--- src/source/irq_fetch_pkg.sv ---
package irq_fetch_pkg;

	localparam int ADDR_W = 32;
	localparam int WORD_W = 32;
	localparam int IRQ_W = 7;

	typedef logic [ADDR_W-1:0] addr_t;	// Byte address
	typedef logic [WORD_W-1:0] word_t;
	typedef logic [IRQ_W-1:0] irq_num_t;

	typedef enum logic {
		RD_IDLE,
		RD_LOAD
	} read_state_t;

	// IDT entry is eight bytes
	localparam int IDT_ENTRY_SHIFT = 3;
	// Handler word sits in the upper half of the entry
	localparam int IDT_HANDLER_OFFSET = 4;

	// Width of a channel index, never below one bit
	function automatic int chan_sel_width(int n);
		int w;
		w = (n > 1) ? $clog2(n) : 1;
		return w;
	endfunction

endpackage

--- src/source/irq_dispatch.sv ---
`timescale 1ns/100ps

module irq_dispatch import irq_fetch_pkg::*; #(
	parameter int NUM_CHANNELS = 4,
	localparam int CH_W = chan_sel_width(NUM_CHANNELS)
)(
	input logic iCLOCK,
	input logic inRESET,
	input logic reset_sync,
	input logic irq_valid,
	input irq_num_t irq_num,
	input logic [CH_W-1:0] irq_channel,
	input logic [NUM_CHANNELS-1:0] finish,
	output logic [NUM_CHANNELS-1:0] start,
	output irq_num_t [NUM_CHANNELS-1:0] start_irq,
	output logic irq_drop
);

	logic [NUM_CHANNELS-1:0] pending;	// One slot per channel
	logic [NUM_CHANNELS-1:0] running;
	irq_num_t [NUM_CHANNELS-1:0] slot_irq;
	logic in_range;
	logic accept;

	assign in_range = (int'(irq_channel) < NUM_CHANNELS);

	// Out of range channel counts as a drop
	assign accept = irq_valid && in_range && !pending[irq_channel];

	assign start = pending & ~running;
	assign start_irq = slot_irq;

	always_ff @(posedge iCLOCK or negedge inRESET) begin
		if (!inRESET) begin
			pending <= '0;
			running <= '0;
			irq_drop <= 1'b0;
		end else if (reset_sync) begin
			pending <= '0;
			running <= '0;
			irq_drop <= 1'b0;
		end else begin
			irq_drop <= irq_valid && !accept;
			for (int i = 0; i < NUM_CHANNELS; i++) begin
				if (start[i]) begin
					pending[i] <= 1'b0;
					running[i] <= 1'b1;
				end else if (finish[i]) begin
					running[i] <= 1'b0;	// Channel idle again
				end
			end
			if (accept) begin
				pending[irq_channel] <= 1'b1;
			end
		end
	end

	always_ff @(posedge iCLOCK) begin
		if (accept) begin
			slot_irq[irq_channel] <= irq_num;
		end
	end

endmodule

--- config.mk ---
export PLATFORM = sky130hd
export DESIGN_NAME = irq_dispatch
export DESIGN_NICKNAME = d
export VERILOG_FILES = /design/src/source/irq_fetch_pkg.sv /design/src/source/irq_dispatch.sv
export SDC_FILE = /design/constraint.sdc
export NUM_CORES = 1
export LEC_CHECK = 0
export BUFFER_PORTS_ARGS = -buffer_cell sky130_fd_sc_hd__buf_4
export CELL_PAD_IN_SITES_DETAIL_PLACEMENT = 1
export CELL_PAD_IN_SITES_GLOBAL_PLACEMENT = 1
export CORE_UTILIZATION = 38
export DETAILED_ROUTE_END_ITERATION = 8
export GPL_TIMING_DRIVEN = 1
export PLACE_DENSITY_LB_ADDON = 0.1
export REMOVE_ABC_BUFFERS = 1
export SLEW_MARGIN = 5
export SYNTH_ARGS = -nofsm -noshare
export SYNTH_HDL_FRONTEND = slang
export SYNTH_SLANG_ARGS = --single-unit
export TNS_END_PERCENT = 10
--- constraint.sdc ---
create_clock -name iCLOCK -period 2.3 [get_ports iCLOCK]
set_clock_uncertainty 0.2 [all_clocks]
set_input_delay 0.23 -clock iCLOCK [delete_from_list [all_inputs] [get_ports iCLOCK]]
set_output_delay 0.23 -clock iCLOCK [all_outputs]
set_load 0.1 [all_outputs]
Word-level counts from Yosys, hierarchy flattened
Cells that the tools add are included.
- order comparisons: 2
- multiplexer cells: 27
- bitwise operators: 3
- reduce and logical (&&, ||, !) cells: 9
- operators by type and width (operator ; count):
    bitwise mux 28 bit ; 1
    2-to-1 mux 1 bit ; 19
    demux 7 bit (select 2 bit) ; 1
    2-to-1 mux 4 bit ; 3
    nonzero test 3 bit ; 4
    2-to-1 mux 7 bit ; 1
    bitwise AND 4 bit ; 1
    NOT 4 bit ; 1
    bitwise OR 4 bit ; 1
    logical AND 1 bit ; 3
    less-than comparator 2 x 3 -> 1 bit, second input constant ; 1
    binary-select mux 1 bit (select 2 bit) ; 1
    demux 1 bit (select 2 bit) ; 1
    >= comparator 2 x 1 -> 1 bit, second input constant ; 1
    zero test 1 bit ; 2
- flip-flop bits (word level): 37
- bits of input ports: 17
- output and inout bits: 33
- logic and storage cells: 51

Logic depth before layout (Yosys ltp)
- depth after elaboration: 7
- gate-level depth with buffers: 2
- mapped depth without buffers: 2

Worst setup path before layout
No wires, ideal clock.
- path kind: flip-flop to output port
- from: register running[1]
- to: output start[1]
- data arrival time: 1.732 ns
- slack: 0.138 ns
- stages on the path, launching flop included: 2
- path buffers: 0
- path through: dfrtp_1 nor2b_1
- word-level cells in the longest chain between the ends: 2
- ends and longest elaborated chain (what ; line ; text):
    start, declared ; irq_dispatch.sv:20 ; logic [NUM_CHANNELS-1:0] running;
    start signal, assigned ; irq_dispatch.sv:36 ; running <= '0;
    start signal, assigned ; irq_dispatch.sv:40 ; running <= '0;
    start signal, assigned by index ; irq_dispatch.sv:47 ; running[i] <= 1'b1;
    NOT 4 bit ; irq_dispatch.sv:30 ; assign start = pending & ~running;
    bitwise AND 4 bit ; irq_dispatch.sv:30 ;
    end, declared ; irq_dispatch.sv:14 ; output logic [NUM_CHANNELS-1:0] start,
No other way between the ends.

Final worst setup path
- from: input finish[0]
- to: register running[0]
- word-level cells in the longest chain between the ends: 1
- ends and longest elaborated chain (what ; line ; text):
    start, declared ; irq_dispatch.sv:13 ; input logic [NUM_CHANNELS-1:0] finish,
    nonzero test 3 bit (no line) ; -- ;
No other way between the ends.
A chain may end at the register's enable or synchronous reset.

==> metrics.yaml <==
crit_fanout: 1
crit_family: "buffers and inverters"
fill_cells: 315
syn_inst: 66
drt_wl_total_um: 3143
finalCriticalPeriod_ns: 1.675
startpoint: "finish[0]"
synth_edf_count: 28
combinationalPowerShare: 0.172
cp.depth: 4
multi_input_area_um2: 198.9
cp-start-kind: "input port"
ys_types: 17
internal_power_mw: 0.9167
synthTopCellsByCount: "edfxtp_1, dfrtp_1, a211oi_1, nor2_1, nor2b_1"
viasPerCell: 4.710
antenna_found_initial: 0
power.density_nw_per_um2: 665.9
status: "complete, no violations"
p_sw_mw: 0.3605
path_clk_slew_ns: 0.10
dr_wl_met3_um: 191
port-buffer-count: 49
p_seq_frac: 0.588
finalInstanceArea_um2: 1918
worst_slew_pin_slew_ns: 0.4883
globalplace.congestion: 0.7333
slew-limit-headroom: 0.6736
antenna_cells: 0
htreeDepth: 2
max_stage_delay_ns: 0.59
grt_setup_unrepaired: "no"
top_layer_used: "met4"
cts_setup_buffers: 0
synthArstFlopShare: 0.2432
hold_path.class: "input port to flop"
ys.flop_type: "edfxtp_1"
p_total_mw: 1.277
drive_above_1_share: 0.4317
final_max_slew_viol_count: 0
gr-total-overflow: 0
synth_top_area_cell: "edfxtp_1"
ir_drop_mv: 0.3726
drc_errors: 0
dr.pass1.iters: 4
die_w_um: 59.81
wl_per_cell_um: 17.17
initial_core_util: 0.4093
clock-root-buffer: "clkbuf_4"
dieHeight_um: 59.81
seq_area_um2: 1066
dieArea_um2: 3577
crit_end: "running[0]$_DFFE_PN0P_"
post-synth-top-count-cell: "edfxtp_1"
dp_hpwl_um: 2162
max_freq_ghz: 0.5969
arrival_ns: 1.75
p_sw_frac: 0.2822
cpMostUsedCell: "dlygate4sd3_1"
leakage_nw: 0.8083
ctsHoldBuffers: 17
fin_nets: 156
core_um2: 3103
wl_met2_um: 1696
regToRegSetupSlack_ns: 0.63
finish.utilization: 0.6181
cts_buffer_depth: 2
yosysWarnings: 0
drt_iter0_markers: 26
synth.area.top_cells: "edfxtp_1, dfrtp_1, a211oi_1, nor2b_1, mux4_2"
final.setup.tns_ns: 0
synth_seq_area_share: 0.8394
routed-via-count: 862
cts.sinks: 37
yosysTopAreaCellShare: 0.6621
critPathRequiredTime_ns: 2.37
path_class: "input port to flop"
wirelength_met1_um: 1235
period_share: 0.7284
syn-cell-area_um2: 1270
maxCapViolCount: 0
power_frac_clock: 0.240
ys_seq_elements: 37
grt_max_degree: 11
timing.rr.start: "pending[0]$_DFF_PN0_"
reg2reg_depth: 2
cts_resized: 0
cts_tree: "built"
avgSynthCellArea_um2: 19.24
endpoint_kind: "flop"
ios: 50
setup_violations: 0
critPathBufInv: 3
finalHoldViolCount: 0
first_global_vias: 929
ant_nets: 0
crit_chain: "dlygate4sd3_1 -> buf_4 -> a211oi_1 -> dlygate4sd3_1"
cts_buffers: 5
rows: 20
clk_latency_ns: 0.33
dpl_cell_area_um2: 1703
grt_pass1_wl_um: 4919
r2r-end: "start_irq[6]$_DFFE_PP_"
grt.total_usage: 0.2061
critPathSlowestCell: "dlygate4sd3_1"
area_delta_synth_final_pct: 51.03
-- stage by stage --
step | worst slack (ns) | hold slack [ns] | std cells
CTS | 0.6246 | 0.01133 | 183
detailed placement | 0.6458 | -0.1369 | 159
global route | 0.5550 | 0.009684 | 183
finish | 0.6246 | 0.01172 | 183
global placement | 0.7332 | -0.1358 | 159
floorplan | 0.1376 | -0.2656 | 65
-- metal layers --
| metal | vias to the layer above | GRT usage |
|---|---|---|
| li1 | 396 | - |
| met5 | - | 0 |
| met1 | 429 | 0.2511 |
| met3 | 2 | 0.06926 |
| met4 | 0 | 0.06977 |
| met2 | 35 | 0.3429 |
-- power groups by stage --
stage                     Clock, mW  Combinational (mW)  Sequential [mW]
after global placement            0               0.195            0.765
after CTS                     0.310               0.220            0.751
final                         0.307               0.219            0.751
after floorplan                   0              0.0328            0.863
after detailed placement          0               0.198            0.766
after global routing          0.337               0.229            0.754
-- cells in the final DEF, fill, tap and decap left out, drive strengths merged --
cell type,count
buf,50
a21oi,2
and4bb,1
inv,2
and2,2
dfrtp,9
nor2b,4
and3b,1
a211oi,4
mux4,1
edfxtp,28
o21ba,2
nor2,4
clkinv,1
nand4bb,1
clkbuf,6
nand2,2
dlygate4sd3,17
nand4b,1
nor4b,1
-- worst min-delay path by stage --
| stage | to | cells past startpoint | slack (ns) | startpoint |
|---|---|---|---|---|
| floorplan | irq_drop$_DFF_PN0_ | 0 | -0.27 | inRESET |
| global placement | running[2]$_DFFE_PN0P_ | 1 | -0.14 | inRESET |
| detailed placement | running[2]$_DFFE_PN0P_ | 1 | -0.14 | inRESET |
| CTS | irq_drop$_DFF_PN0_ | 2 | 0.01 | irq_valid |
| global route | irq_drop$_DFF_PN0_ | 2 | 0.01 | irq_valid |
| finish | irq_drop$_DFF_PN0_ | 2 | 0.01 | irq_valid |
-- final cells by class --
type / count / area share
inverters: 2 / 0.003914
multi-input cells: 26 / 0.1037
clock inverters: 1 / 0.001957
well taps: 44 / 0.02870
repair buffers: 67 / 0.2844
clock buffers: 6 / 0.02153
flip-flops and latches: 37 / 0.5558
-- worst register-to-register path: stages (launching register included) --
cell and delay, ns:
dfrtp_1 0.44, nor4b_2 0.51, buf_4 0.24
-- logic make-up (layout without fill, tap and decap cells) --
kind of cell,after synthesis,after routing,share of synthesized area
AO/OA/AOI/OAI,8,8,0.04729
AND/OR/NAND/NOR,17,17,0.08670
flip-flops,37,37,0.8394
buffers and inverters,3,76,0.008866
multiplexers,1,1,0.01773
-- flip-flops by register name, indices dropped and copies added (netlist names) --
name       flops
irq_drop       1
pending        4
running        4
start_irq     28
Power figures use the tool's default switching activity.
