### config.mk
export PLATFORM = sky130hd
export DESIGN_NAME = handler_read_flat
export DESIGN_NICKNAME = d
export VERILOG_FILES = /design/src/source/irq_fetch_pkg.sv /design/src/source/ldst_if.sv /design/src/source/handler_read.sv /design/src/flat_wrapper.sv
export SDC_FILE = /design/constraint.sdc
export NUM_CORES = 1
export LEC_CHECK = 0
export BUFFER_PORTS_ARGS = -buffer_cell sky130_fd_sc_hd__buf_4
export CAP_MARGIN = 20
export CELL_PAD_IN_SITES_DETAIL_PLACEMENT = 1
export CELL_PAD_IN_SITES_GLOBAL_PLACEMENT = 1
export CORE_MARGIN = 10
export CORE_UTILIZATION = 38
export DETAILED_ROUTE_END_ITERATION = 8
export PLACE_DENSITY = 0.95
export SLEW_MARGIN = 15
export SYNTH_ARGS = -nofsm -noshare
export SYNTH_HDL_FRONTEND = slang
export SYNTH_SLANG_ARGS = --single-unit
### constraint.sdc
create_clock -name iCLOCK -period 6.3 [get_ports iCLOCK]
set_input_delay 0.63 -clock iCLOCK [delete_from_list [all_inputs] [get_ports iCLOCK]]
set_output_delay 0.63 -clock iCLOCK [all_outputs]
set_load 0.05 [all_outputs]
### src/source/irq_fetch_pkg.sv
package irq_fetch_pkg;

	localparam int ADDR_W = 32;
	localparam int WORD_W = 32;
	localparam int IRQ_W = 7;

	typedef logic [ADDR_W-1:0] addr_t;	// Byte address
	typedef logic [WORD_W-1:0] word_t;
	typedef logic [IRQ_W-1:0] irq_num_t;

	typedef enum logic {
		RD_IDLE,
		RD_LOAD
	} read_state_t;

	// IDT entry is eight bytes
	localparam int IDT_ENTRY_SHIFT = 3;
	// Handler word sits in the upper half of the entry
	localparam int IDT_HANDLER_OFFSET = 4;

	// Width of a channel index, never below one bit
	function automatic int chan_sel_width(int n);
		int w;
		w = (n > 1) ? $clog2(n) : 1;
		return w;
	endfunction

endpackage

### src/source/ldst_if.sv
`timescale 1ns/100ps

// One channel's read path towards the shared load/store port
interface ldst_if import irq_fetch_pkg::*; ();

	logic in_use;	// Channel owns or wants the port
	logic req;
	addr_t addr;
	logic busy;
	logic ack;	// Data valid, single cycle
	word_t data;

	modport requester (
		output in_use,
		output req,
		output addr,
		input busy,
		input ack,
		input data
	);

	modport arbiter (
		input in_use,
		input req,
		input addr,
		output busy,
		output ack,
		output data
	);

endinterface

### src/source/handler_read.sv
`timescale 1ns/100ps

module handler_read import irq_fetch_pkg::*; (
	input logic iCLOCK,
	input logic inRESET,
	input logic reset_sync,
	input addr_t idt_base,
	input logic start,
	input irq_num_t start_irq,
	output logic finish,
	output word_t handler,
	ldst_if.requester ldst
);

	read_state_t state;
	logic read_req;
	addr_t read_addr;
	addr_t entry_addr;
	logic taken;
	logic load_done;

	// base + 8 * irq + 4
	assign entry_addr = idt_base
		+ (addr_t'(start_irq) << IDT_ENTRY_SHIFT)
		+ addr_t'(IDT_HANDLER_OFFSET);

	assign taken = read_req && !ldst.busy;
	assign load_done = (state == RD_LOAD) && ldst.ack;

	always_ff @(posedge iCLOCK or negedge inRESET) begin
		if (!inRESET) begin
			state <= RD_IDLE;
			read_req <= 1'b0;
			finish <= 1'b0;
		end else if (reset_sync) begin
			state <= RD_IDLE;
			read_req <= 1'b0;
			finish <= 1'b0;
		end else begin
			finish <= 1'b0;
			case (state)
				RD_IDLE: begin
					if (start) begin
						state <= RD_LOAD;
						read_req <= 1'b1;
					end
				end
				RD_LOAD: begin
					if (taken) begin
						read_req <= 1'b0;	// Arbiter took it
					end
					if (ldst.ack) begin
						state <= RD_IDLE;
						finish <= 1'b1;
					end
				end
			endcase
		end
	end

	// IRQ can be replaced in the dispatcher slot once started,
	// so the entry address is captured here
	always_ff @(posedge iCLOCK) begin
		if (state == RD_IDLE && start) begin
			read_addr <= entry_addr;
		end
		if (load_done && !reset_sync) begin
			handler <= ldst.data;	// Valid until next finish
		end
	end

	assign ldst.in_use = (state == RD_LOAD);
	assign ldst.req = read_req;
	assign ldst.addr = read_addr;

endmodule

### src/flat_wrapper.sv
// flat-port wrapper written by rule: the top's interface ports become plain ports
module handler_read_flat import irq_fetch_pkg::*;
  (iCLOCK, inRESET, reset_sync, idt_base, start, start_irq, finish, handler, ldst_in_use, ldst_req, ldst_addr, ldst_busy, ldst_ack, ldst_data);
  ldst_if ldst_i ();
  input logic iCLOCK;
  input logic inRESET;
  input logic reset_sync;
  input addr_t idt_base;
  input logic start;
  input irq_num_t start_irq;
  output logic finish;
  output word_t handler;
  output wire logic [$bits(ldst_i.in_use)-1:0] ldst_in_use;
  output wire logic [$bits(ldst_i.req)-1:0] ldst_req;
  output wire logic [$bits(ldst_i.addr)-1:0] ldst_addr;
  input wire logic [$bits(ldst_i.busy)-1:0] ldst_busy;
  input wire logic [$bits(ldst_i.ack)-1:0] ldst_ack;
  input wire logic [$bits(ldst_i.data)-1:0] ldst_data;
  assign ldst_in_use = ldst_i.in_use;
  assign ldst_req = ldst_i.req;
  assign ldst_addr = ldst_i.addr;
  assign ldst_i.busy = ldst_busy;
  assign ldst_i.ack = ldst_ack;
  assign ldst_i.data = ldst_data;
  handler_read u_core (.iCLOCK(iCLOCK), .inRESET(inRESET), .reset_sync(reset_sync), .idt_base(idt_base), .start(start), .start_irq(start_irq), .finish(finish), .handler(handler), .ldst(ldst_i));
endmodule
---- After elaboration in Yosys (flattened, before gate mapping) ----
Cells that the tools add are included.
storage, ports and cells
  latch bits .............................. 0
  register bits after elaboration ......... 67
  RAM bits ................................ 0
  logic and storage cells ................. 28
  ROM bits ................................ 0
  memories kept ........................... 0
  input port bits ......................... 77
cells by class
  $add $sub $neg .......................... 2
  $lt $le $gt $ge ......................... 0
  bitwise logic cells ..................... 1
  shift-type cells ........................ 0
  equality and inequality tests ........... 2
  div/mod/pow operators ................... 0
  multiplexer cells ....................... 11
  multipliers ............................. 0
  reduce and logical (&&, ||, !) cells .... 7
operators by type and width
  kind                                            count
  adder 32 x 10 -> 32 bit                         1
  adder 32 x 3 -> 32 bit (second input constant)  1
  two-way mux 1 bit                               9
  inequality test 3 bit (second input constant)   2
  logical AND 1 bit                               4
  case mux 1 bit (2 select lines)                 2
  logical NOT 1 bit                               2
  AND reduction 2 bit                             1
  NOT 1 bit                                       1

---- Longest topological paths before layout ----
Gate-level depths: netlist (run 1).
  word-level depth ........................ 5
  mapped depth ............................ 7

---- Worst setup path after synthesis (run 1) ----
Ideal clock, no wire load.
  path kind ............................... reg2reg
  from .................................... register u_core.state, in the netlist u_core.ldst.in_use
  to ...................................... register u_core.handler[0], enable pin
  path slack .............................. 3,702 ps
  arrival time ............................ 2,175 ps
  buffers on the path ..................... 0
  setup time .............................. 422 ps
  stages on the path, launching flop included .. 3
  cells stage by stage .................... dfrtp_1 > nand2_1 > nor2_1
on the way
  cells in the longest elaborated chain, start to end .. 2
ends and longest elaborated chain
  element                 RTL line            text
  start, declared         handler_read.sv:15  read_state_t state;
  start signal, assigned  handler_read.sv:32  state <= RD_IDLE;
  start signal, assigned  handler_read.sv:36  state <= RD_IDLE;
  start signal, assigned  handler_read.sv:44  state <= RD_LOAD;
  logical AND 1 bit       handler_read.sv:28  assign load_done = (state == RD_LOAD) && ldst.ack;
  logical AND 1 bit       handler_read.sv:67  if (load_done && !reset_sync) begin
  end signal, assigned    handler_read.sv:68  handler <= ldst.data;
  end, declared           handler_read.sv:11  output word_t handler,
No other way between the ends.
A chain may end at the register's enable or synchronous reset.

---- Final worst setup path (run 1) ----
  from .................................... input idt_base[2]
  to ...................................... register u_core.read_addr[20], in the netlist u_core.ldst.addr[20] (data pin)
on the way
  cells in the longest elaborated chain, start to end .. 2
ends and longest elaborated chain
  element                    RTL line            text
  start, declared            flat_wrapper.sv:8   input addr_t idt_base;
  adder 32 x 10 -> 32 bit    handler_read.sv:24  + (addr_t'(start_irq) << IDT_ENTRY_SHIFT)
  adder 32 x 3 -> 32 bit     handler_read.sv:25  + addr_t'(IDT_HANDLER_OFFSET);
  via u_core.entry_addr[20]  handler_read.sv:18  addr_t entry_addr;
  end signal, assigned       handler_read.sv:65  read_addr <= entry_addr;
  end, declared              handler_read.sv:17  addr_t read_addr;
The timed path passes the listed nets, and every way through them passes these cells.

==> impl_metrics.py, run 1 <==
metrics = {
    "final_layout": {
        "fin_nets": 421,
        "utilization": 0.594,
        "area_growth_pct": 51.6,
        "diodes": 0,
        "fin_cells": 440,
        "drive_above_1_share": 0.522,
        "seq_area_sq_um": 2000,
        "multi_input_area_sq_um": 831,
        "fillers": 770,
    },
    "global_routing": {
        "overflow": 0,
        "grt_pass1_wl_um": 13500,
        "grt_pass1_vias": 2349,
        "antenna_found_initial": 0,
        "grt_usage": 0.155,
        "grt_max_degree": 34,
    },
    "route": {
        "vias": 2114,
        "postRouteAntennaNets": 0,
        "route.detailed.drc": 0,
        "vias_per_cell": 4.80,
        "first_pass_iters": 4,
        "drt_iter0_markers": 61,
        "wirelength_um": 8950,
        "route.detailed.wl_per_inst_um": 20.3,
    },
    "logic_synthesis": {
        "synth_edf_count": 64,
        "post-synth-top-area-fraction": 0.672,
        "synthArstFlopShare": 0.0448,
        "synthCells": 182,
        "synth_compound_area_frac": 0.0779,
        "ys_warn_count": 0,
        "ys_seq_area_frac": 0.698,
        "yosys-top-cells-area": "edfxtp_1 (67%), xor2_1 (6.4%), a211oi_2 (3.1%), ha_1 (3.1%), dfrtp_1 (2.6%)",
        "synthTopCellsByCount": "edfxtp_1 (64), xor2_1 (21), nand2_1 (10)",
        "syn_avg_cell_area_sq_um": 15.7,
        "yosys_register_bits": 67,
        "synth-xor-area-share": 0.0858,
        "syn-num-nets": 267,
        "synth-simple-area-share": 0.0858,
        "synth_top_area_cell": "edfxtp_1",
        "yosysMostFrequentCell": "edfxtp_1",
        "synth_top_family_by_area": "simple AND/OR/NAND/NOR gates",
        "yosysUniqueCellTypes": 37,
        "synthAdderAreaFrac": 0.0376,
        "synthMuxAreaShare": 0,
        "synth_area_sq_um": 2860,
        "synth_ff_type": "edfxtp_1",
    },
    "die": {
        "die_w_um": 107,
        "die_area_sq_um": 11400,
        "initial_core_util": 0.392,
        "pin_count": 144,
        "chipHeight_um": 107,
        "num_rows": 31,
        "core_area_sq_um": 7290,
    },
    "place": {
        "hpwl_um": 7250,
        "place_congestion": 0.809,
        "dp_cells": 423,
        "portBuffers": 143,
    },
    "timing": {
        "slew_headroom": 0.380,
        "finalMaxSlewViolations": 0,
        "final-hold-violation-count": 0,
        "finalCritPeriodShare": 0.360,
        "fmax_mhz": 440,
        "setup_viol": 0,
        "period_minus_slack_ns": 2.27,
        "worst_pin_slew_ns": 0.927,
        "tns_ns": 0,
        "rsz0062_at_grt": "false",
        "skew_ns": 0.00663,
    },
    "job": {
        "max-cap-violations": 0,
    },
    "power_and_ir_drop": {
        "total_power_w": 0.00120,
        "p_leak_nw": 1.80,
        "switching_power_w": 0.000303,
        "peakVddDrop_mv": 0.111,
        "power_density_nw_per_um2": 277,
        "p_seq_frac": 0.437,
        "power_frac_clock": 0.383,
        "switching_share": 0.252,
        "power.internal_w": 0.000899,
        "pwr-share-comb": 0.180,
    },
    "cts": {
        "clockBufferDepth": 2,
        "clkTransAtPathRegs_ns": 0.07,
        "root_buffer": "clkbuf_8",
        "tritoncts_num_sinks": 67,
        "clkLatencyLatePin_ns": 0.33,
        "cts_tree": "built",
        "cts_resized": 0,
        "htreeDepth": 3,
        "cts_setup_buffers": 0,
        "hold_buffers": 0,
        "cts-buffers-inserted": 9,
    },
    "critical_path": {
        "cp_max_fo": 11,
        "cp.arrival_ns": 2.34,
        "crit_family": "compound AO/OA/AOI/OAI gates",
        "critPathRequiredTime_ns": 6.37,
        "slowest_delay_ns": 0.48,
        "crit_chain": "buf_4, fa_1, a211oi_1, o21ai_1, a31oi_1, buf_4, nor3_1, xor2_1",
        "crit_path_frequent_cell": "buf_4",
        "cp_slowest_cell": "fa_1",
        "crit_buf_inv": 2,
        "end_kind": "register",
        "setup.worst_path.class": "input port to register",
        "start_kind": "input port",
    },
    "worst_hold_path": {
        "hp-class": "input port to async pin",
    },
    "outcome": {
        "status": "completed",
    },
}
final cells by class:
type / count / area share
flip-flops and latches: 67 / 0.461
repair buffers: 147 / 0.255
multi-input cells: 105 / 0.192
clock buffers: 11 / 0.0303
clock inverters: 5 / 0.0289
well taps: 99 / 0.0286
inverters: 6 / 0.00520
power groups by stage:
| stage | Combinational, W | Sequential [W] | Clock [W] |
|---|---|---|---|
| finish | 0.000216 | 0.000525 | 0.000461 |
| global placement | 0.000212 | 0.000533 | 0 |
| CTS | 0.000218 | 0.000525 | 0.000470 |
| global route | 0.000230 | 0.000527 | 0.000493 |
| floorplan | 0.0000489 | 0.000609 | 0 |
| detailed placement | 0.000218 | 0.000535 | 0 |
cell usage in the layout, fill, tap and decap left out, types with 2 or more instances in the layout:
cell type	instances
buf_4	147
edfxtp_1	64
xor2_1	21
nand2_1	10
clkbuf_8	9
a21oi_1	7
nor2_1	7
xnor2_1	7
a211oi_2	7
ha_1	7
inv_1	6
nand3_1	5
nor3_1	4
bufinv_16	4
a21o_1	3
a21boi_1	3
dfrtp_1	3
nor3_2	2
clkbuf_1	2
metrics by stage:
stage / hold slack, ns / setup slack, ns / cell area, sq um
final: 0.0711 / 4.03 / 4330
after global routing: 0.0493 / 3.89 / 4330
after CTS: 0.0544 / 3.80 / 4330
after detailed placement: 0.425 / 3.44 / 4070
after global placement: 0.421 / 3.52 / 4070
after floorplan: 0.334 / 3.70 / 2860
sequential cells by signal, indices dropped and copies added, names as in the netlist:
name                flops
u_core.finish           1
u_core.handler         32
u_core.ldst.addr       32
u_core.ldst.in_use      1
u_core.ldst.req         1
routing by layer:
layer | vias to the layer above | share of wire | GRT usage | wire [um]
li1 | 990 | - | - | -
met1 | 1008 | 0.40 | 0.171 | 3600
met2 | 105 | 0.49 | 0.258 | 4360
met3 | 11 | 0.093 | 0.0695 | 831
met4 | 0 | 0.018 | 0.0551 | 157
met5 | - | 0 | 0 | 0
path summary, 6_finish.rpt:
path / from / endpoint / slack [ns] / depth (start not counted)
setup / recovery: idt_base[2] / u_core.ldst.addr[20]$_DFFE_PP_ / 4.03 / 8
setup reg to reg: u_core.ldst.in_use$_DFF_PN0_ / u_core.ldst.addr[13]$_DFFE_PP_ / 4.70 / 1
min in group iCLOCK: ldst_data[7] / u_core.handler[7]$_DFFE_PP_ / 0.47 / 1
hold / removal: inRESET / u_core.ldst.in_use$_DFF_PN0_ / 0.07 / 1
max in group asynchronous: inRESET / u_core.finish$_DFF_PN0_ / 6.13 / 1
hold reg to reg: u_core.ldst.req$_DFFE_PN0P_ / u_core.ldst.req$_DFFE_PN0P_ / 0.62 / 2
cell families (layout without fill, tap and decap cells):
kind of cell / Yosys count / in the layout
AO/OA/AOI/OAI: 27 / 27
XOR/XNOR: 28 / 28
adder cells (fa/ha/maj): 8 / 8
buffers and inverters: 10 / 169
flip-flops: 67 / 67
AND/OR/NAND/NOR: 42 / 42
No activity file was read; power rests on OpenSTA's default activity.
==> run 2: changes to the inputs <==
--- a/config.mk
+++ b/config.mk
@@ -10,9 +10,9 @@
 export CELL_PAD_IN_SITES_DETAIL_PLACEMENT = 1
 export CELL_PAD_IN_SITES_GLOBAL_PLACEMENT = 1
 export CORE_MARGIN = 10
-export CORE_UTILIZATION = 38
+export CORE_UTILIZATION = 32
 export DETAILED_ROUTE_END_ITERATION = 8
-export PLACE_DENSITY = 0.95
+export PLACE_DENSITY = 0.86
 export SLEW_MARGIN = 15
 export SYNTH_ARGS = -nofsm -noshare
 export SYNTH_HDL_FRONTEND = slang
==> constraint.sdc (replaced) <==
create_clock -name iCLOCK -period 1.9 [get_ports iCLOCK]
set_input_delay 0.19 -clock iCLOCK [delete_from_list [all_inputs] [get_ports iCLOCK]]
set_output_delay 0.19 -clock iCLOCK [all_outputs]
set_load 0.05 [all_outputs]
==> impl_metrics.py, run 2 (same netlist as run 1, synthesis figures left out) <==
metrics = {
    "outcome": {
        "status": "completed",
    },
    "power_and_ir_drop": {
        "peakVddDrop_mv": 0.284,
        "p_leak_nw": 1.86,
        "power_density_nw_per_um2": 856,
    },
    "critical_path": {
        "slowest_delay_ns": 0.47,
        "critPathRequiredTime_ns": 1.97,
        "cp.arrival_ns": 1.85,
        "crit_chain": "buf_4, fa_1, a211oi_1, o21ai_1, a31oi_1, buf_4, nor4b_1, xor2_1",
        "crit_path_frequent_cell": "buf_4",
        "setup.worst_path.class": "input port to register",
        "end_kind": "register",
        "cp_slowest_cell": "fa_1",
        "start_kind": "input port",
        "cp_max_fo": 11,
    },
    "global_routing": {
        "grt_pass1_vias": 2377,
        "grt_usage": 0.139,
        "overflow": 0,
        "antenna_found_initial": 0,
        "grt_pass1_wl_um": 13800,
        "grt_max_degree": 34,
    },
    "place": {
        "preCtsSetupSlack_ns": -0.226,
        "place_congestion": 0.780,
        "placed_cell_area_sq_um": 4190,
        "portBuffers": 143,
        "hpwl_um": 7770,
    },
    "timing": {
        "skew_ns": 0.00544,
        "worst_pin_slew_ns": 0.417,
        "slew_headroom": 0.722,
        "setup_viol": 0,
        "period_minus_slack_ns": 1.78,
        "fmax_mhz": 561,
        "finalMaxSlewViolations": 0,
        "rsz0062_at_grt": "false",
        "fin_ws_ns": 0.118,
        "final-hold-violation-count": 0,
        "finalCritPeriodShare": 0.938,
    },
    "die": {
        "num_rows": 34,
        "initial_core_util": 0.328,
        "pin_count": 144,
        "die_area_sq_um": 13100,
        "chipHeight_um": 115,
        "core_area_sq_um": 8720,
        "die_w_um": 115,
    },
    "job": {
        "max-cap-violations": 0,
    },
    "route": {
        "route.detailed.drc": 0,
        "vias": 2179,
        "vias_per_cell": 4.69,
        "drt_iter0_markers": 104,
        "route.detailed.wl_per_inst_um": 20.3,
        "first_pass_iters": 4,
        "postRouteAntennaNets": 0,
        "wirelength_um": 9450,
    },
    "final_layout": {
        "area_growth_pct": 55.9,
        "design_area_sq_um": 4460,
        "drive_above_1_share": 0.532,
        "fin_nets": 437,
        "final_cell_mix": "buf_4 (157), edfxtp_1 (64), xor2_1 (21), nand2_1 (10), clkbuf_8 (10)",
        "diodes": 0,
        "layout_commonest_cell": "buf_4",
    },
    "cts": {
        "cts_tree": "built",
        "clockBufferDepth": 2,
        "tritoncts_num_sinks": 67,
        "clkLatencyLatePin_ns": 0.34,
        "cts-buffers-inserted": 9,
        "htreeDepth": 3,
        "cts_resized": 0,
        "clkTransAtPathRegs_ns": 0.07,
        "root_buffer": "clkbuf_8",
    },
    "worst_hold_path": {
        "hp-class": "input port to register",
    },
}
-- run 2: final cells by class --
type,count,area [sq um]
multi-input combinational,105,836
timing repair buffer,163,1250
clock buffer,11,141
sequential,67,2000
clock inverter,5,77.6
inverter,6,22.5
tap,108,135
fill,901,4260
-- run 2: what timing repair did --
item,in CTS,in global routing
endpoints found under the hold margin,3,4
setup buffers,0,0
setup endpoints to repair,0,0
hold buffers,1,4
-- run 2: power breakdown --
group	internal (W)	switching, W
Clock	0.000771	0.000533
Combinational	0.000299	0.000471
Sequential	0.00171	0.0000279
Total	0.00278	0.00103
-- run 2: worst max-delay path, delay by kind of cell --
| kind | cells | cell delay (ns) |
|---|---|---|
| AND/OR/NAND/NOR | 1 | 0.09 |
| buffers and inverters | 2 | 0.34 |
| XOR/XNOR | 1 | 0.14 |
| AO/OA/AOI/OAI | 3 | 0.61 |
| adder cells (fa/ha/maj) | 1 | 0.47 |
-- run 2: worst paths after layout --
kind,from,end,cells after the start,slack [ns]
min,ldst_data[20],u_core.handler[20]$_DFFE_PP_,1,0.02
max in group asynchronous,inRESET,u_core.finish$_DFF_PN0_,2,1.61
min reg2reg,u_core.ldst.req$_DFFE_PN0P_,u_core.ldst.req$_DFFE_PN0P_,2,0.54
min in group asynchronous,inRESET,u_core.ldst.in_use$_DFF_PN0_,2,0.20
max,idt_base[2],u_core.ldst.addr[16]$_DFFE_PP_,8,0.12
max reg2reg,u_core.ldst.in_use$_DFF_PN0_,u_core.handler[24]$_DFFE_PP_,3,0.45
-- run 2: layer usage --
metal	share of wire	vias to the layer above	track usage
li1	-	1021	-
met1	0.39	1028	0.149
met2	0.50	117	0.241
met3	0.092	13	0.0519
met4	0.015	0	0.0526
met5	0	-	0
-- run 2: per-stage QoR --
| stage | utilization | TNS [ns] | std cells | power [W] | hold WS [ns] |
|---|---|---|---|---|---|
| floorplan | - | 0 | 182 | 0.00218 | -0.106 |
| global placement | 0.480 | -1.94 | 444 | 0.00251 | -0.0181 |
| detailed placement | 0.480 | -2.98 | 444 | 0.00254 | -0.0170 |
| CTS | 0.507 | 0 | 461 | 0.00385 | 0.000814 |
| global route | 0.511 | 0 | 465 | 0.00396 | 0.000202 |
| finish | 0.511 | 0 | 465 | 0.00381 | 0.0218 |
==> run 3: changes to the inputs <==
--- a/config.mk
+++ b/config.mk
@@ -7,10 +7,8 @@
 export LEC_CHECK = 0
 export BUFFER_PORTS_ARGS = -buffer_cell sky130_fd_sc_hd__buf_4
 export CAP_MARGIN = 20
-export CELL_PAD_IN_SITES_DETAIL_PLACEMENT = 1
-export CELL_PAD_IN_SITES_GLOBAL_PLACEMENT = 1
 export CORE_MARGIN = 10
-export CORE_UTILIZATION = 32
+export CORE_UTILIZATION = 41
 export DETAILED_ROUTE_END_ITERATION = 8
 export PLACE_DENSITY = 0.86
 export SLEW_MARGIN = 15
==> impl_metrics.py, run 3 (same netlist as run 1, synthesis figures left out) <==
metrics = {
    "final_layout": {
        "diodes": 0,
        "drive_above_1_share": 0.544,
        "final_cell_mix": "buf_4 (157), edfxtp_1 (64), xor2_1 (21), nand2_1 (10), clkbuf_8 (9)",
        "fillers": 491,
        "area_growth_pct": 53.8,
        "layout_commonest_cell": "buf_4",
        "fin_nets": 433,
    },
    "worst_hold_path": {
        "hp-class": "input port to register",
        "worstHoldPathCells": 1,
        "holdPathEnd": "u_core.handler[31]$_DFFE_PP_",
        "min_from": "ldst_data[31]",
    },
    "die": {
        "die_area_sq_um": 10700,
        "num_rows": 30,
        "die_w_um": 104,
        "pin_count": 144,
        "core_area_sq_um": 6790,
        "chipHeight_um": 104,
        "initial_core_util": 0.421,
    },
    "critical_path": {
        "r2r_end": "u_core.handler[27]$_DFFE_PP_",
        "crit_chain": "buf_4, fa_1, a211oi_2, o21ai_1, a31oi_2, buf_2, nor4_2, xor2_1",
        "rr_startpoint": "u_core.ldst.in_use$_DFF_PN0_",
        "r2r_slack_ns": 0.50,
        "crit_buf_inv": 2,
        "cp_max_fo": 5,
        "rr_worst_depth": 3,
        "cp.arrival_ns": 1.84,
        "crit_family": "compound AO/OA/AOI/OAI gates",
        "end_kind": "register",
        "setup.worst_path.class": "input port to register",
        "start_kind": "input port",
        "critPathRequiredTime_ns": 1.97,
        "cp_slowest_cell": "fa_1",
        "slowest_delay_ns": 0.48,
    },
    "timing": {
        "finalCritPeriodShare": 0.928,
        "slew_headroom": 0.728,
        "skew_ns": 0.00714,
        "setup_viol": 0,
        "worst_pin_slew_ns": 0.408,
        "final-hold-violation-count": 0,
        "tns_ns": 0,
        "fmax_mhz": 567,
        "period_minus_slack_ns": 1.76,
        "finalMaxSlewViolations": 0,
        "rsz0062_at_grt": "false",
        "hold_ws_ns": 0.0384,
    },
    "route": {
        "route.detailed.drc": 0,
        "drt_iter0_markers": 96,
        "vias": 2119,
        "first_pass_iters": 4,
        "wirelength_um": 8120,
        "vias_per_cell": 4.72,
        "route.detailed.wl_per_inst_um": 18.1,
        "postRouteAntennaNets": 0,
    },
    "cts": {
        "clockBufferDepth": 2,
        "cts_tree": "built",
        "tritoncts_num_sinks": 67,
        "clkTransAtPathRegs_ns": 0.07,
        "cts-buffers-inserted": 9,
        "clkLatencyLatePin_ns": 0.32,
        "root_buffer": "clkbuf_8",
        "htreeDepth": 3,
    },
    "outcome": {
        "status": "completed",
    },
    "global_routing": {
        "grt_usage": 0.149,
        "antenna_found_initial": 0,
        "grt_pass1_wl_um": 12500,
        "grt_max_degree": 34,
        "overflow": 0,
        "grt_pass1_vias": 2304,
    },
    "job": {
        "max-cap-violations": 0,
    },
    "place": {
        "hpwl_um": 6620,
        "portBuffers": 143,
        "place_congestion": 0.795,
    },
    "power_and_ir_drop": {
        "total_power_w": 0.00375,
        "peakVddDrop_mv": 0.322,
        "power_density_nw_per_um2": 853,
        "p_leak_nw": 1.84,
    },
}
run 3: stage by stage:
stage          area [sq um]   util  cells  worst slack, ns
4_1_cts                4380  0.645    448            0.133
2_1_floorplan          2870      -    182          0.00642
3_5_place_dp           4150  0.611    431           -0.206
5_1_grt                4400  0.647    449           0.0417
6_report               4400  0.647    449            0.137
3_3_place_gp           4150  0.611    431           -0.156
run 3: worst max path at each step:
stage / from / to / slack [ns] / depth (start not counted)
6_report: idt_base[2] / u_core.ldst.addr[26]$_DFFE_PP_ / 0.14 / 8
5_1_grt: idt_base[6] / u_core.ldst.addr[16]$_DFFE_PP_ / 0.04 / 8
4_1_cts: idt_base[2] / u_core.ldst.addr[16]$_DFFE_PP_ / 0.13 / 8
3_5_place_dp: idt_base[2] / u_core.ldst.addr[16]$_DFFE_PP_ / -0.21 / 8
3_3_place_gp: idt_base[2] / u_core.ldst.addr[16]$_DFFE_PP_ / -0.16 / 8
2_1_floorplan: idt_base[2] / u_core.ldst.addr[24]$_DFFE_PP_ / 0.006 / 7
run 3: what timing repair did:
item,CTS,global route
buffers inserted,0,0
endpoints found under the setup margin,0,2
resized for setup,0,3
hold buffers,1,0
endpoints found under the hold margin,3,0
run 3: power breakdown:
part	switching (W)	total, W	internal (W)
Clock	0.000522	0.00126	0.000741
Combinational	0.000459	0.000748	0.000290
Sequential	0.0000241	0.00174	0.00171
run 3: routing by layer:
| metal | GRT usage | vias to the layer above | part of all wire |
|---|---|---|---|
| li1 | - | 1014 | - |
| met1 | 0.163 | 987 | 0.39 |
| met2 | 0.246 | 109 | 0.50 |
| met3 | 0.0607 | 9 | 0.091 |
| met4 | 0.0645 | 0 | 0.018 |
| met5 | 0 | - | 0 |
run 3: area by class of cell:
| type | instances | area, sq um | share of cell area |
|---|---|---|---|
| inverters | 6 | 22.5 | 0.00512 |
| clock buffers | 10 | 128 | 0.0290 |
| multi-input cells | 105 | 847 | 0.193 |
| flip-flops and latches | 67 | 2000 | 0.454 |
| well taps | 96 | 120 | 0.0273 |
| clock inverters | 6 | 90.1 | 0.0205 |
| repair buffers | 159 | 1190 | 0.271 |
